<file path="config.mk">
export PLATFORM = sky130hd
export DESIGN_NAME = ahb_lane_decode
export DESIGN_NICKNAME = d
export VERILOG_FILES = /design/src/logic/ahb_sub_pkg.sv /design/src/logic/ahb_lane_decode.sv
export SDC_FILE = /design/constraint.sdc
export NUM_CORES = 1
export LEC_CHECK = 0
export ABC_AREA = 1
export BUFFER_PORTS_ARGS = -buffer_cell sky130_fd_sc_hd__buf_4
export CAP_MARGIN = 20
export CORE_AREA = 2 2 39 41
export DETAILED_ROUTE_END_ITERATION = 6
export DIE_AREA = 0 0 41 43
export GPL_TIMING_DRIVEN = 0
export SLEW_MARGIN = 0
export SYNTH_ARGS = -nofsm -noshare
export SYNTH_HDL_FRONTEND = slang
export SYNTH_SLANG_ARGS = --single-unit
</file>
<file path="constraint.sdc">
create_clock -name vclk -period 0.8
set_input_delay 0.04 -clock vclk [all_inputs]
set_output_delay 0.04 -clock vclk [all_outputs]
set_load 0.005 [all_outputs]
</file>
<file path="src/logic/ahb_sub_pkg.sv">
// shared definitions for the AHB-Lite memory subordinate
// bus widths, memory geometry, transfer/size/response codes
// data-phase FSM state codes and the address union

package ahb_sub_pkg;

  // --------------------------------------------------------------------------
  // widths and memory geometry
  // --------------------------------------------------------------------------
  localparam int ADDR_W     = 32;
  localparam int DATA_W     = 32;
  localparam int BE_W       = DATA_W / 8;
  localparam int MEM_WORDS  = 256;
  localparam int WORD_IDX_W = $clog2(MEM_WORDS);
  localparam int BYTE_OFF_W = $clog2(BE_W);
  localparam int UPPER_W    = ADDR_W - WORD_IDX_W - BYTE_OFF_W;

  // --------------------------------------------------------------------------
  // AHB-Lite code points
  // --------------------------------------------------------------------------
  localparam logic [1:0] HTRANS_IDLE   = 2'b00;
  localparam logic [1:0] HTRANS_BUSY   = 2'b01;
  localparam logic [1:0] HTRANS_NONSEQ = 2'b10;
  localparam logic [1:0] HTRANS_SEQ    = 2'b11;

  localparam logic [2:0] HSIZE_BYTE = 3'b000;
  localparam logic [2:0] HSIZE_HALF = 3'b001;
  localparam logic [2:0] HSIZE_WORD = 3'b010;

  localparam logic HRESP_OKAY  = 1'b0;
  localparam logic HRESP_ERROR = 1'b1;

  // data-phase response states
  localparam logic [1:0] ST_OKAY       = 2'd0;
  localparam logic [1:0] ST_ERR_FIRST  = 2'd1;
  localparam logic [1:0] ST_ERR_SECOND = 2'd2;

  // one bus address, seen raw or split into upper / word index / byte offset
  typedef union packed {
    logic [ADDR_W-1:0] raw;
    struct packed {
      logic [UPPER_W-1:0]    upper;
      logic [WORD_IDX_W-1:0] word_idx;
      logic [BYTE_OFF_W-1:0] byte_off;
    } f;
  } ahb_addr_u;

endpackage
</file>
<file path="src/logic/ahb_lane_decode.sv">
// byte-lane decoder for the AHB-Lite memory subordinate
// maps hsize and byte offset to little-endian lane enables
// and flags whether the size/alignment pair is legal

`timescale 1ns/1ps

module ahb_lane_decode (
  input  logic [2:0]                         hsize,
  input  logic [ahb_sub_pkg::BYTE_OFF_W-1:0] byte_off,
  output logic [ahb_sub_pkg::BE_W-1:0]       lane_be,
  output logic                               size_ok
);

  // purely combinational, evaluated in the address phase
  always_comb begin
    lane_be = '0;
    size_ok = 1'b0;
    case (hsize)
      ahb_sub_pkg::HSIZE_BYTE: begin
        // any offset is fine for a single byte
        lane_be[byte_off] = 1'b1;
        size_ok           = 1'b1;
      end
      ahb_sub_pkg::HSIZE_HALF: begin
        // lower or upper halfword
        lane_be[{byte_off[1], 1'b0} +: 2] = 2'b11;
        size_ok                           = ~byte_off[0];
      end
      ahb_sub_pkg::HSIZE_WORD: begin
        lane_be = '1;
        size_ok = (byte_off == '0);
      end
      default: begin
        // wider than the bus, rejected
        lane_be = '0;
        size_ok = 1'b0;
      end
    endcase
  end

  // lane_be is only consumed by the controller when size_ok is set,
  // so a misaligned halfword may still report lanes here
  // (the controller masks them through its legality check)

endmodule

</file>
### Word level (Yosys, flattened, before mapping)

Cells that the tools add are included.

| storage, ports and cells | value |
|---|---|
| bits in registers | 0 |
| input port bits | 5 |
| output and inout bits | 5 |
| logic and storage cells | 16 |

| cells by class | value |
|---|---|
| $add $sub $neg | 1 |
| $lt $le $gt $ge | 2 |
| eq/ne operators | 2 |
| shift operators | 2 |
| multiplexer cells | 4 |
| bitwise logic cells | 2 |
| reduce and logical (&&, ||, !) cells | 3 |

Operator list:

| cell | count |
|---|---|
| case mux 4 bit (3 select lines) | 1 |
| bitwise AND 4 bit | 1 |
| negation 2 -> 4 bit | 1 |
| variable shift 2 x 4 -> 4 bit (first input constant) | 1 |
| variable part select 2 x 4 -> 4 bit (first input constant) | 1 |
| equality test 3 x 1 -> 1 bit (second input constant) | 1 |
| equality test 3 x 2 -> 1 bit (second input constant) | 1 |
| logical NOT 3 bit | 1 |
| < comparator 2 x 3 -> 1 bit (second input constant) | 1 |
| case mux 1 bit (3 select lines) | 1 |
| demux 1 bit (select 2 bit) | 1 |
| >= comparator 2 x 1 -> 1 bit (second input constant) | 1 |
| logical NOT 2 bit | 1 |
| logical AND 1 bit | 1 |
| two-way mux 1 bit | 1 |
| NOT 1 bit | 1 |

### Depth between registers and ports, before layout

| logic depth | value |
|---|---|
| depth after elaboration | 5 |
| gate-level depth with buffers | 4 |
| gate-level depth less buffers | 4 |

### Least setup slack after synthesis

No wires, ideal clock.

| timing | value |
|---|---|
| path kind | input port to output port |
| start | input hsize[2] |
| end | output lane_be[3] (netlist name) |
| data arrival time | 445 ps |
| data required time | 760 ps |
| path slack | 315 ps |
| stages | 3 |
| buffers on the path | 0 |
| cells stage by stage | nor2_2 > nand3_1 > nand3_1 |

| between the ends | value |
|---|---|
| cells in the longest elaborated chain, start to end | 2 |
| elaborated cells between the ends (all ways) | 4 |
| those cells by class | eq/ne: 2; mux: 1; reduce/logical: 1 |

RTL lines:

| element | line | text |
|---|---|---|
| start: declaration | ahb_lane_decode.sv:8 | `input logic [2:0] hsize,` |
| equality test 3 x 2 -> 1 bit (tied with other cells) | ahb_lane_decode.sv:18 | `case (hsize)` |
| case mux 4 bit (3 select lines) * | ahb_lane_decode.sv:18 |  |
| end: declaration | ahb_lane_decode.sv:10 | `output logic [ahb_sub_pkg::BE_W-1:0] lane_be,` |

Every way passes the cells marked *; elsewhere a longest branch is shown, timed or not.

### Final worst setup path

| timing | value |
|---|---|
| start | input hsize[2] |
| end | output lane_be[1] (netlist name) |

Same word-level chain as after synthesis.

==> run metrics <==
CLK BUF=0; Starting Density=0.0741; DRT iter0 DRCs=3; register area=0 um^2; WL/cell=around 7 um; first-pass GRT wire length=517 um; Post CTS Setup Buffer Count=0; post-DR vias/cell=about 3.8; CP max-delay cell=nor2_4; outcome=completed; Setup crit end kind=output port; Rows=14; unrepaired setup endpoints after global routing=no; P&R area growth vs syn=97.6%; Max Cap Violations=0; vias in the first global route=136; Slew Limit Fails=0; Synth area leaders=nand3_1, inv_1, nand2_1, nor2_1, nor2_2; WP data arrival=~660 ps; CP max FO=7; Cell Chain, Critical Path=buf_4 -> nor2_4 -> nand3_1 -> nand3_1 -> buf_4; Leakage=0.119 nW; Req. time, crit path=760 ps; Synthesis Warnings=0; Netlist cell types=5; Syn Area/Cell=4.46 um^2; Tcrit/Tclk final=0.872; fillers=between 150 and 200; Slew @ Worst Pin=159 ps; Crit. Startpoint=hsize[2]; Post-synth top cells=nand3_1, inv_1, nand2_1; cell taking the most area after synthesis=nand3_1; Die W=between 40 and 50 um; Post-DP HPWL=between 200 and 300 um; Post-DRT Antenna Nets=0; Setup TNS=0 ps; count leader, synth=nand3_1; register area share after synthesis=0; ant diodes=0; Die Ht=between 40 and 50 um; share of post-route cells with drive strength above 1=0.333; Startpoint Class=input pin; final cell count without fillers=slightly below 50; maximum vdd drop=approximately 0.000045 V; I/O Pins=10; Routed WL=343 um; top cell type's share of synthesized area=0.537; Hold Vio Cnt, Final=0; GRT Total Usage=0.0380; DIE AREA=0.00176 mm^2; via count=~190; core footprint=approximately 0.0014 mm^2; GPL Wtd Cong=0.418; Max-slew headroom=0.894; WS Path Type=input pin to output port; IO Port Bufs=10; mapped cell area=slightly above 100 um^2; fin crit period=698 ps; DRT Pass-1 Iters=3; Final nets=40; largest net degree at the start of global routing=8; CP max stage delay=approximately 160 ps; final setup fails=0; Syn Nets=28; Mapped Cells=23; # DRC=0; Total Power=0.0000984 W; Tightest Hold Check Type=input pin to output port; GRT overflow=0; initial antenna violation count=0; PD cells=485 mW/mm^2; Max Clock Freq=1430 MHz; placed cells=49; FF+latch count=0; end point of the critical path=lane_be[1]
worst min path at each step:
stage,startpoint,end,slack [ps],cells after the start
finish,byte_off[0],lane_be[2],460,5
global route,byte_off[0],lane_be[2],500,5
CTS,hsize[0],lane_be[0],460,4
detailed placement,hsize[0],lane_be[0],460,4
global placement,hsize[0],lane_be[0],460,4
floorplan,byte_off[1],lane_be[1],220,3
stage by stage:
stage / instance area, um^2 / hold WS, ps / worst slack, ps / util
floorplan: 103 / 225 / 315 / -
global placement: 198 / 458 / 34.6 / 0.143
detailed placement: 198 / 457 / 22.8 / 0.143
CTS: 198 / 457 / 21.2 / 0.143
global route: 203 / 501 / 18.6 / 0.146
finish: 203 / 455 / 102 / 0.146
cell type report:
type	count	area, um^2	area share
Inverter	4	15.0	0.0741
Timing Repair Buffer	10	75.1	0.370
Tap cell	16	20.0	0.0988
Multi-Input combinational cell	19	92.6	0.457
kinds of logic (layout without fill, tap and decap cells):
family | Yosys count | after routing | share of synthesized area
and+or+nand+nor | 19 | 19 | 0.854
buffers and inverters | 4 | 14 | 0.146
routing by layer:
metal	track usage	wire length [um]	vias up
li1	-	-	97
met1	0.0538	135	81
met2	0.0656	161	8
met3	0	46	0
met4	0	0	0
met5	0	0	-
cells in the final DEF (no fill, tap or decap):
cell type	instances
nand3_1	11
buf_4	10
inv_1	4
nand2_1	4
nor2_1	3
nor2_4	1
report_power, final:
group          leakage, nW  switching, W  internal (W)  total [W]
Combinational        0.119     0.0000463     0.0000521  0.0000984
Sequential               0             0             0          0
Clock                    0             0             0          0
critical path, delay by kind of cell:
family | cells | cell delay, ps
buffers and inverters | 2 | 230
and+or+nand+nor | 3 | 380
what timing repair did:
action	in CTS	in global routing
resized for setup	0	1
endpoints found under the setup margin	0	4
hold buffers	0	0
Note: power is estimated with default switching activity, not from simulation.
