## config.mk

```make
export PLATFORM = sky130hd
export DESIGN_NAME = ahb_sub_ctrl
export DESIGN_NICKNAME = d
export VERILOG_FILES = /design/src/logic/ahb_sub_pkg.sv /design/src/logic/ahb_sub_ctrl.sv
export SDC_FILE = /design/constraint.sdc
export NUM_CORES = 1
export LEC_CHECK = 0
export ABC_CLOCK_PERIOD_IN_PS = 1400
export BUFFER_PORTS_ARGS = -buffer_cell sky130_fd_sc_hd__clkbuf_2
export CAP_MARGIN = 15
export CORE_MARGIN = 1.5
export CORE_UTILIZATION = 35
export DETAILED_ROUTE_END_ITERATION = 7
export PLACE_DENSITY = 0.85
export SYNTH_ARGS = -nofsm -noshare
export SYNTH_HDL_FRONTEND = slang
export SYNTH_SLANG_ARGS = --single-unit
```

## constraint.sdc

```tcl
create_clock -name HCLK -period 1.4 [get_ports HCLK]
set_input_delay 0.07 -clock HCLK [delete_from_list [all_inputs] [get_ports HCLK]]
set_output_delay 0.07 -clock HCLK [all_outputs]
set_load 0.005 [all_outputs]
```

## src/logic/ahb_sub_pkg.sv

```systemverilog
// shared definitions for the AHB-Lite memory subordinate
// bus widths, memory geometry, transfer/size/response codes
// data-phase FSM state codes and the address union

package ahb_sub_pkg;

  // --------------------------------------------------------------------------
  // widths and memory geometry
  // --------------------------------------------------------------------------
  localparam int ADDR_W     = 32;
  localparam int DATA_W     = 32;
  localparam int BE_W       = DATA_W / 8;
  localparam int MEM_WORDS  = 256;
  localparam int WORD_IDX_W = $clog2(MEM_WORDS);
  localparam int BYTE_OFF_W = $clog2(BE_W);
  localparam int UPPER_W    = ADDR_W - WORD_IDX_W - BYTE_OFF_W;

  // --------------------------------------------------------------------------
  // AHB-Lite code points
  // --------------------------------------------------------------------------
  localparam logic [1:0] HTRANS_IDLE   = 2'b00;
  localparam logic [1:0] HTRANS_BUSY   = 2'b01;
  localparam logic [1:0] HTRANS_NONSEQ = 2'b10;
  localparam logic [1:0] HTRANS_SEQ    = 2'b11;

  localparam logic [2:0] HSIZE_BYTE = 3'b000;
  localparam logic [2:0] HSIZE_HALF = 3'b001;
  localparam logic [2:0] HSIZE_WORD = 3'b010;

  localparam logic HRESP_OKAY  = 1'b0;
  localparam logic HRESP_ERROR = 1'b1;

  // data-phase response states
  localparam logic [1:0] ST_OKAY       = 2'd0;
  localparam logic [1:0] ST_ERR_FIRST  = 2'd1;
  localparam logic [1:0] ST_ERR_SECOND = 2'd2;

  // one bus address, seen raw or split into upper / word index / byte offset
  typedef union packed {
    logic [ADDR_W-1:0] raw;
    struct packed {
      logic [UPPER_W-1:0]    upper;
      logic [WORD_IDX_W-1:0] word_idx;
      logic [BYTE_OFF_W-1:0] byte_off;
    } f;
  } ahb_addr_u;

endpackage
```

## src/logic/ahb_sub_ctrl.sv

```systemverilog
// control block of the AHB-Lite memory subordinate
// address-phase acceptance and legality check, read strobe,
// write lane/index registers and the two-cycle ERROR FSM

`timescale 1ns/1ps

module ahb_sub_ctrl (
  input  logic                                 HCLK,
  input  logic                                 HRESETn,
  input  logic                                 hsel,
  input  ahb_sub_pkg::ahb_addr_u               haddr,
  input  logic [1:0]                           htrans,
  input  logic                                 hwrite,
  input  logic                                 hready,
  input  logic [ahb_sub_pkg::BE_W-1:0]         lane_be,
  input  logic                                 size_ok,
  output logic                                 rd_en,
  output logic [ahb_sub_pkg::WORD_IDX_W-1:0]   wr_word,
  output logic [ahb_sub_pkg::BE_W-1:0]         wr_be,
  output logic                                 hresp,
  output logic                                 hreadyout
);

  logic [1:0]                   state_q;
  logic [1:0]                   state_d;
  logic                         trans_active;
  logic                         accept;
  logic                         legal;
  logic [ahb_sub_pkg::BE_W-1:0] wr_be_q;

  // --------------------------------------------------------------------------
  // address phase
  // --------------------------------------------------------------------------

  // IDLE and BUSY are accepted but do nothing
  always_comb begin
    case (htrans)
      ahb_sub_pkg::HTRANS_IDLE,
      ahb_sub_pkg::HTRANS_BUSY:   trans_active = 1'b0;
      ahb_sub_pkg::HTRANS_NONSEQ,
      ahb_sub_pkg::HTRANS_SEQ:    trans_active = 1'b1;
      default:                    trans_active = 1'b0;
    endcase
  end

  // no new address while the first ERROR cycle holds the bus
  assign accept = hsel & hready & hreadyout & trans_active;

  // in range and naturally aligned
  assign legal = size_ok & (haddr.f.upper == '0);

  // memory samples the word at the accepting edge
  assign rd_en = accept & legal & ~hwrite;

  // --------------------------------------------------------------------------
  // data-phase response FSM
  // --------------------------------------------------------------------------
  always_comb begin
    state_d = state_q;
    case (state_q)
      ahb_sub_pkg::ST_OKAY: begin
        if (accept && !legal) begin
          state_d = ahb_sub_pkg::ST_ERR_FIRST;
        end
      end
      ahb_sub_pkg::ST_ERR_FIRST: begin
        state_d = ahb_sub_pkg::ST_ERR_SECOND;
      end
      ahb_sub_pkg::ST_ERR_SECOND: begin
        // a back-to-back illegal access restarts the sequence
        if (hready) begin
          state_d = (accept && !legal) ? ahb_sub_pkg::ST_ERR_FIRST
                                       : ahb_sub_pkg::ST_OKAY;
        end
      end
      default: begin
        state_d = ahb_sub_pkg::ST_OKAY;
      end
    endcase
  end

  assign hreadyout = (state_q != ahb_sub_pkg::ST_ERR_FIRST);
  assign hresp     = (state_q == ahb_sub_pkg::ST_OKAY) ? ahb_sub_pkg::HRESP_OKAY
                                                       : ahb_sub_pkg::HRESP_ERROR;

  // --------------------------------------------------------------------------
  // write lane and index registers
  // --------------------------------------------------------------------------
  always_ff @(posedge HCLK or negedge HRESETn) begin
    if (!HRESETn) begin
      state_q <= ahb_sub_pkg::ST_OKAY;
      wr_be_q <= '0;
    end else begin
      state_q <= state_d;
      if (accept && legal && hwrite) begin
        wr_be_q <= lane_be;
      end else if (hready) begin
        // pending write completes on this edge
        wr_be_q <= '0;
      end
    end
  end

  always_ff @(posedge HCLK) begin
    if (accept && hwrite) begin
      wr_word <= haddr.f.word_idx;
    end
  end

  // stall from another subordinate keeps the RAM from writing
  assign wr_be = wr_be_q & {ahb_sub_pkg::BE_W{hready}};

endmodule

```

Word level (Yosys, flattened, before mapping)

Cells that the tools add are included.

Flip-flop bits (word level): 14
Output and inout bits: 15

Equality and inequality tests: 8
Mux-type cells: 8
Bitwise logic cells: 8
Reduce and logical (&&, ||, !) cells: 12

Operators by type and width:

| kind                                                | count |
|---|---|
| zero test 22 bit                                    | 1 |
| two-way mux 4 bit                                   | 2 |
| bitwise AND 1 bit                                   | 6 |
| equality test 2 bit, second input constant          | 3 |
| one-hot mux 2 bit (3 select lines)                  | 1 |
| bitwise AND 4 bit                                   | 1 |
| equality test 2 x 1 -> 1 bit, second input constant | 2 |
| logical AND 1 bit                                   | 4 |
| zero test 2 bit                                     | 2 |
| two-way mux 2 bit                                   | 2 |
| != test 2 bit, second input constant                | 2 |
| OR reduction 2 bit                                  | 2 |
| two-way mux 1 bit                                   | 2 |
| != test 2 x 1 -> 1 bit, second input constant       | 1 |
| one-hot mux 1 bit (2 select lines)                  | 1 |
| AND reduction 2 bit                                 | 1 |
| nonzero test 2 bit                                  | 1 |
| zero test 1 bit                                     | 1 |
| NOT 1 bit                                           | 1 |

Depth between registers and ports, before layout

Depth after elaboration: 8
Depth in mapped cells: 3
Gate-level depth less buffers: 3

Worst setup path before layout

Ideal clock, no wire load.

Path type: register to register
From: reg state_q[0]
To: reg wr_word[0] (netlist bit) (enable)
Setup time: 0.324 ns
Data arrival time: 0.831 ns
Slack: 0.245 ns
Cell stages (with the launch flop): 4
Clock period less this slack: 1.155 ns
Cell sequence: dfrtp_1 -> nand2b_1 -> nand3_4 -> inv_1

Cells in the longest elaborated chain, start to end: 4

RTL lines:

| element                        | RTL line            | source |
|---|---|---|
| from (decl)                    | ahb_sub_ctrl.sv:24  | `logic [1:0] state_q;` |
| from (signal assigned)         | ahb_sub_ctrl.sv:91  | `state_q <= ahb_sub_pkg::ST_OKAY;` |
| from (signal assigned)         | ahb_sub_ctrl.sv:94  | `state_q <= state_d;` |
| != test 2 x 1 -> 1 bit         | ahb_sub_ctrl.sv:82  | `assign hreadyout = (state_q != ahb_sub_pkg::ST_ERR_FIRST);` |
| net hreadyout                  | ahb_sub_ctrl.sv:21  | `output logic hreadyout` |
| bitwise AND 1 bit (2 in a row) | ahb_sub_ctrl.sv:47  | `assign accept = hsel & hready & hreadyout & trans_active;` |
| logical AND 1 bit              | ahb_sub_ctrl.sv:105 | `if (accept && hwrite) begin` |
| to (signal assigned)           | ahb_sub_ctrl.sv:106 | `wr_word <= haddr.f.word_idx;` |
| to (decl)                      | ahb_sub_ctrl.sv:18  | `output logic [ahb_sub_pkg::WORD_IDX_W-1:0] wr_word,` |

The timed path passes the listed nets, and every way through them passes these cells.
A chain may end at the register's enable or synchronous reset.

Worst setup path after layout

From: reg state_q[1]
To: out rd_en

Cells in the longest elaborated chain, start to end: 5

RTL lines:

| element                        | RTL line           | source |
|---|---|---|
| != test 2 x 1 -> 1 bit         | ahb_sub_ctrl.sv:82 |  |
| bitwise AND 1 bit (2 in a row) | ahb_sub_ctrl.sv:47 |  |
| bitwise AND 1 bit (2 in a row) | ahb_sub_ctrl.sv:53 | `assign rd_en = accept & legal & ~hwrite;` |
| to (decl)                      | ahb_sub_ctrl.sv:17 | `output logic rd_en,` |

No other way between the ends.

==> key figures <==
Run status
  • Status: finished, final reports clean

Logic synthesis
  • Gate Count Post-Synth: 49
  • Synthesized flop and latch total: 14
  • Top cell type's share of synthesized area: between 30% and 40%
  • Yosys warns: 0
  • Mean post-synth cell area: 12.6 µm²
  • Cell area after synthesis: 617 µm²
  • Sequential cell area fraction in the yosys report: 63.3%
  • Main area contributors after synthesis: edfxtp_1 39%, dfrtp_1 24%, o41ai_1 5.7%
  • Syn nets: 93
  • Synth cell types: 16
  • Leading area contributor after synthesis: edfxtp_1

Setup path
  • CP top delay family: simple AND/OR/NAND/NOR gates
  • Worst Path Max Fanout: 4
  • CP endpoint kind: output pin
  • Crit-path slowest cell: dfrtp_1
  • CP cell instances: nand2b_4 > nand2_2 > nor4_2 > buf_2
  • Crit path DAT: 1.25 ns
  • Data required, critical path: roughly 1.3 ns
  • CP Buf/Inv Count: 1
  • WS Path Type: reg2out
  • CP Depth: 4
  • Crit start category: flip-flop
  • Reg2Reg Depth: 3
  • Worst path max stage delay: 0.39 ns

Layout
  • Fillcell total: 124
  • Ant. Diodes: 0
  • Commonest non-fill, non-tap cells in the layout: 54 x clkbuf_2, 9 x dlygate4sd3_1, 8 x edfxtp_1
  • Final #Nets: 162
  • Layout cell share with drive strength beyond 1: 55.6%
  • Area delta synth->final: 71.0%
  • Commonest non-fill, non-tap cell in the layout: clkbuf_2

Timing
  • Final Max Tran Viols: 0
  • Hold_ws: between 0.01 and 0.015 ns
  • Rel. slew slack: 79.4%
  • Final period util: 94.6%
  • Setup TNS: 0 ns
  • Post-Route Skew: 0.00826 ns
  • Final Hold Vio Count: 0
  • Peak Freq: 755 MHz
  • Post-layout min period: 1.32 ns
  • RSZ-0062 raised after global routing: yes
  • Worst-margin pin slew: 0.309 ns
  • Finish-stage setup viols: 0

Power
  • Leak Pwr: about 0.54 nW
  • Clock Power Share: between 30% and 40%
  • Peak supply drop: 0.000391 V
  • PD cells: just over 800 nW/µm²
  • Sw frac: 20.4%
  • Combinational share of power: 13.8%
  • Psw: 174 µW
  • Cell internal pwr: 678 µW
  • Sequential share of power: 52.8%

Global routing
  • Met3 GRT Util: 4.80%
  • Largest net degree at the start of global routing: 11
  • Remaining global-route overflow: 0
  • Initial antenna violation count: 0
  • Vias in the first global route: a little over 600
  • First-pass GRT wire length: 2320 µm
  • Global route hottest layer: met2
  • GR Util met1: between 15 and 20%
  • GR Util met2: 30.9%
  • All-Layer GR Usage: 16.6%

Min path
  • Min-delay worst type: in2reg
  • Worst hold stages: 3

Route
  • ANT nets after route: 0
  • Via/cell ratio: 4.92
  • DR vias: about 660
  • DRC: 0
  • DRT Pass-1 Iters: 3
  • Detailed Route Iter0 Violations: 2
  • Total Wirelength: 1570 µm
  • WL per Instance: 11.8 µm

Clocking
  • Clk sinks: 14
  • CTS tree: done
  • H-tree depth: 1
  • CTS root buffer: clkbuf_4
  • Clock Path Buffers: 2
  • Clk slew on worst S/H paths: 0.09 ns
  • Total CTS buffers: 3
  • Clock Latency Late Sink: around 0.28 ns
  • Setup Fix Bufs, Post-CTS: 0

Floorplan
  • Die Y: 45.0 µm
  • DIE AREA: a little over 2000 µm²
  • Initial cell density of the core: approximately two fifths
  • Die extent in x: 45.0 µm
  • I/O pin count: 59
  • Row count: 14
  • Core Footprint: between 1500 and 2000 µm²

Place
  • RePlAce Congestion: 0.733
  • Detailed placement HPWL: 1160 µm
  • Port bufs: 55

Job
  • Number of max-cap violations: 0
==> tightest hold or removal path: stages <==
cell and delay [ns]:
clkbuf_2 0.08, inv_1 0.04, o41ai_1 0.06
==> cells by family after synthesis <==
kind of cell | count (synthesis) | share of synthesized area, %
compound gates | 6 | 8.11
simple gates | 23 | 24.9
flops | 14 | 63.3
buf+inv | 6 | 3.65
==> repair_timing <==
item                                    CTS  global route
gates resized for setup                   1             4
endpoints found under the setup margin    1             1
hold endpoints to repair                 14             0
hold buffers                              9             0
==> state kept, by name (all words and copies together), names as in the netlist <==
register,cells
wr_word,8
wr_be_q,4
state_q,2
==> synth_stat cells <==
| cell type | count |
|---|---|
| nand4_1 | 1 |
| or2_2 | 1 |
| and2_1 | 4 |
| nand2_1 | 3 |
| nor4_1 | 5 |
| nor3_1 | 1 |
| o21ai_0 | 1 |
| edfxtp_1 | 8 |
| o41ai_1 | 4 |
| nor4b_1 | 1 |
| dfrtp_1 | 6 |
| and3_4 | 1 |
| nand2b_1 | 5 |
| nand3_4 | 1 |
| inv_1 | 6 |
| o211a_1 | 1 |
==> final cells by class <==
class,instances,area [µm²],share of cell area (%)
Timing Repair Buffer,64,365,34.6
Multi-Input combinational cell,29,220,20.9
Clock buffer,4,36.3,3.44
Sequential cell,14,390,37.0
Tap cell,16,20.0,1.90
Inverter,6,22.5,2.14
==> power groups by stage <==
stage | registers [mW] | logic (mW) | clock network [mW]
2_1_floorplan | 0.457 | 0.0231 | 0
3_3_place_gp | 0.457 | 0.0919 | 0
3_5_place_dp | 0.457 | 0.0945 | 0
4_1_cts | 0.448 | 0.116 | 0.296
5_1_grt | 0.450 | 0.130 | 0.321
6_report | 0.450 | 0.118 | 0.285
==> per-layer routing <==
metal	routed length [µm]	part of all wire, %
met1	578	37
met2	771	49
met3	201	13
met4	16	1.0
met5	0	0
==> path summary, 6_finish.rpt <==
check / start / end / slack (ns)
min reg2reg: wr_be_q[0] / wr_be_q[0] / 0.48
max reg2reg: state_q[1] / wr_word[6] / 0.18
min: lane_be[0] / wr_be_q[0] / 0.01
min in group asynchronous: HRESETn / state_q[1] / 0.14
max in group asynchronous: HRESETn / wr_be_q[3] / 1.10
max: state_q[1] / rd_en / 0.08
==> per-stage QoR <==
step	setup WS (ns)	utilization (%)	instance area, µm²	power, mW	instances
floorplan	0.245	-	617	0.480	49
global placement	0.179	57.9	912	0.549	120
detailed placement	0.147	57.9	912	0.552	120
CTS	0.0323	66.0	1040	0.860	133
global route	-0.0206	66.9	1050	0.901	133
finish	0.0757	66.9	1050	0.852	133
Power figures use the tool's default switching activity.
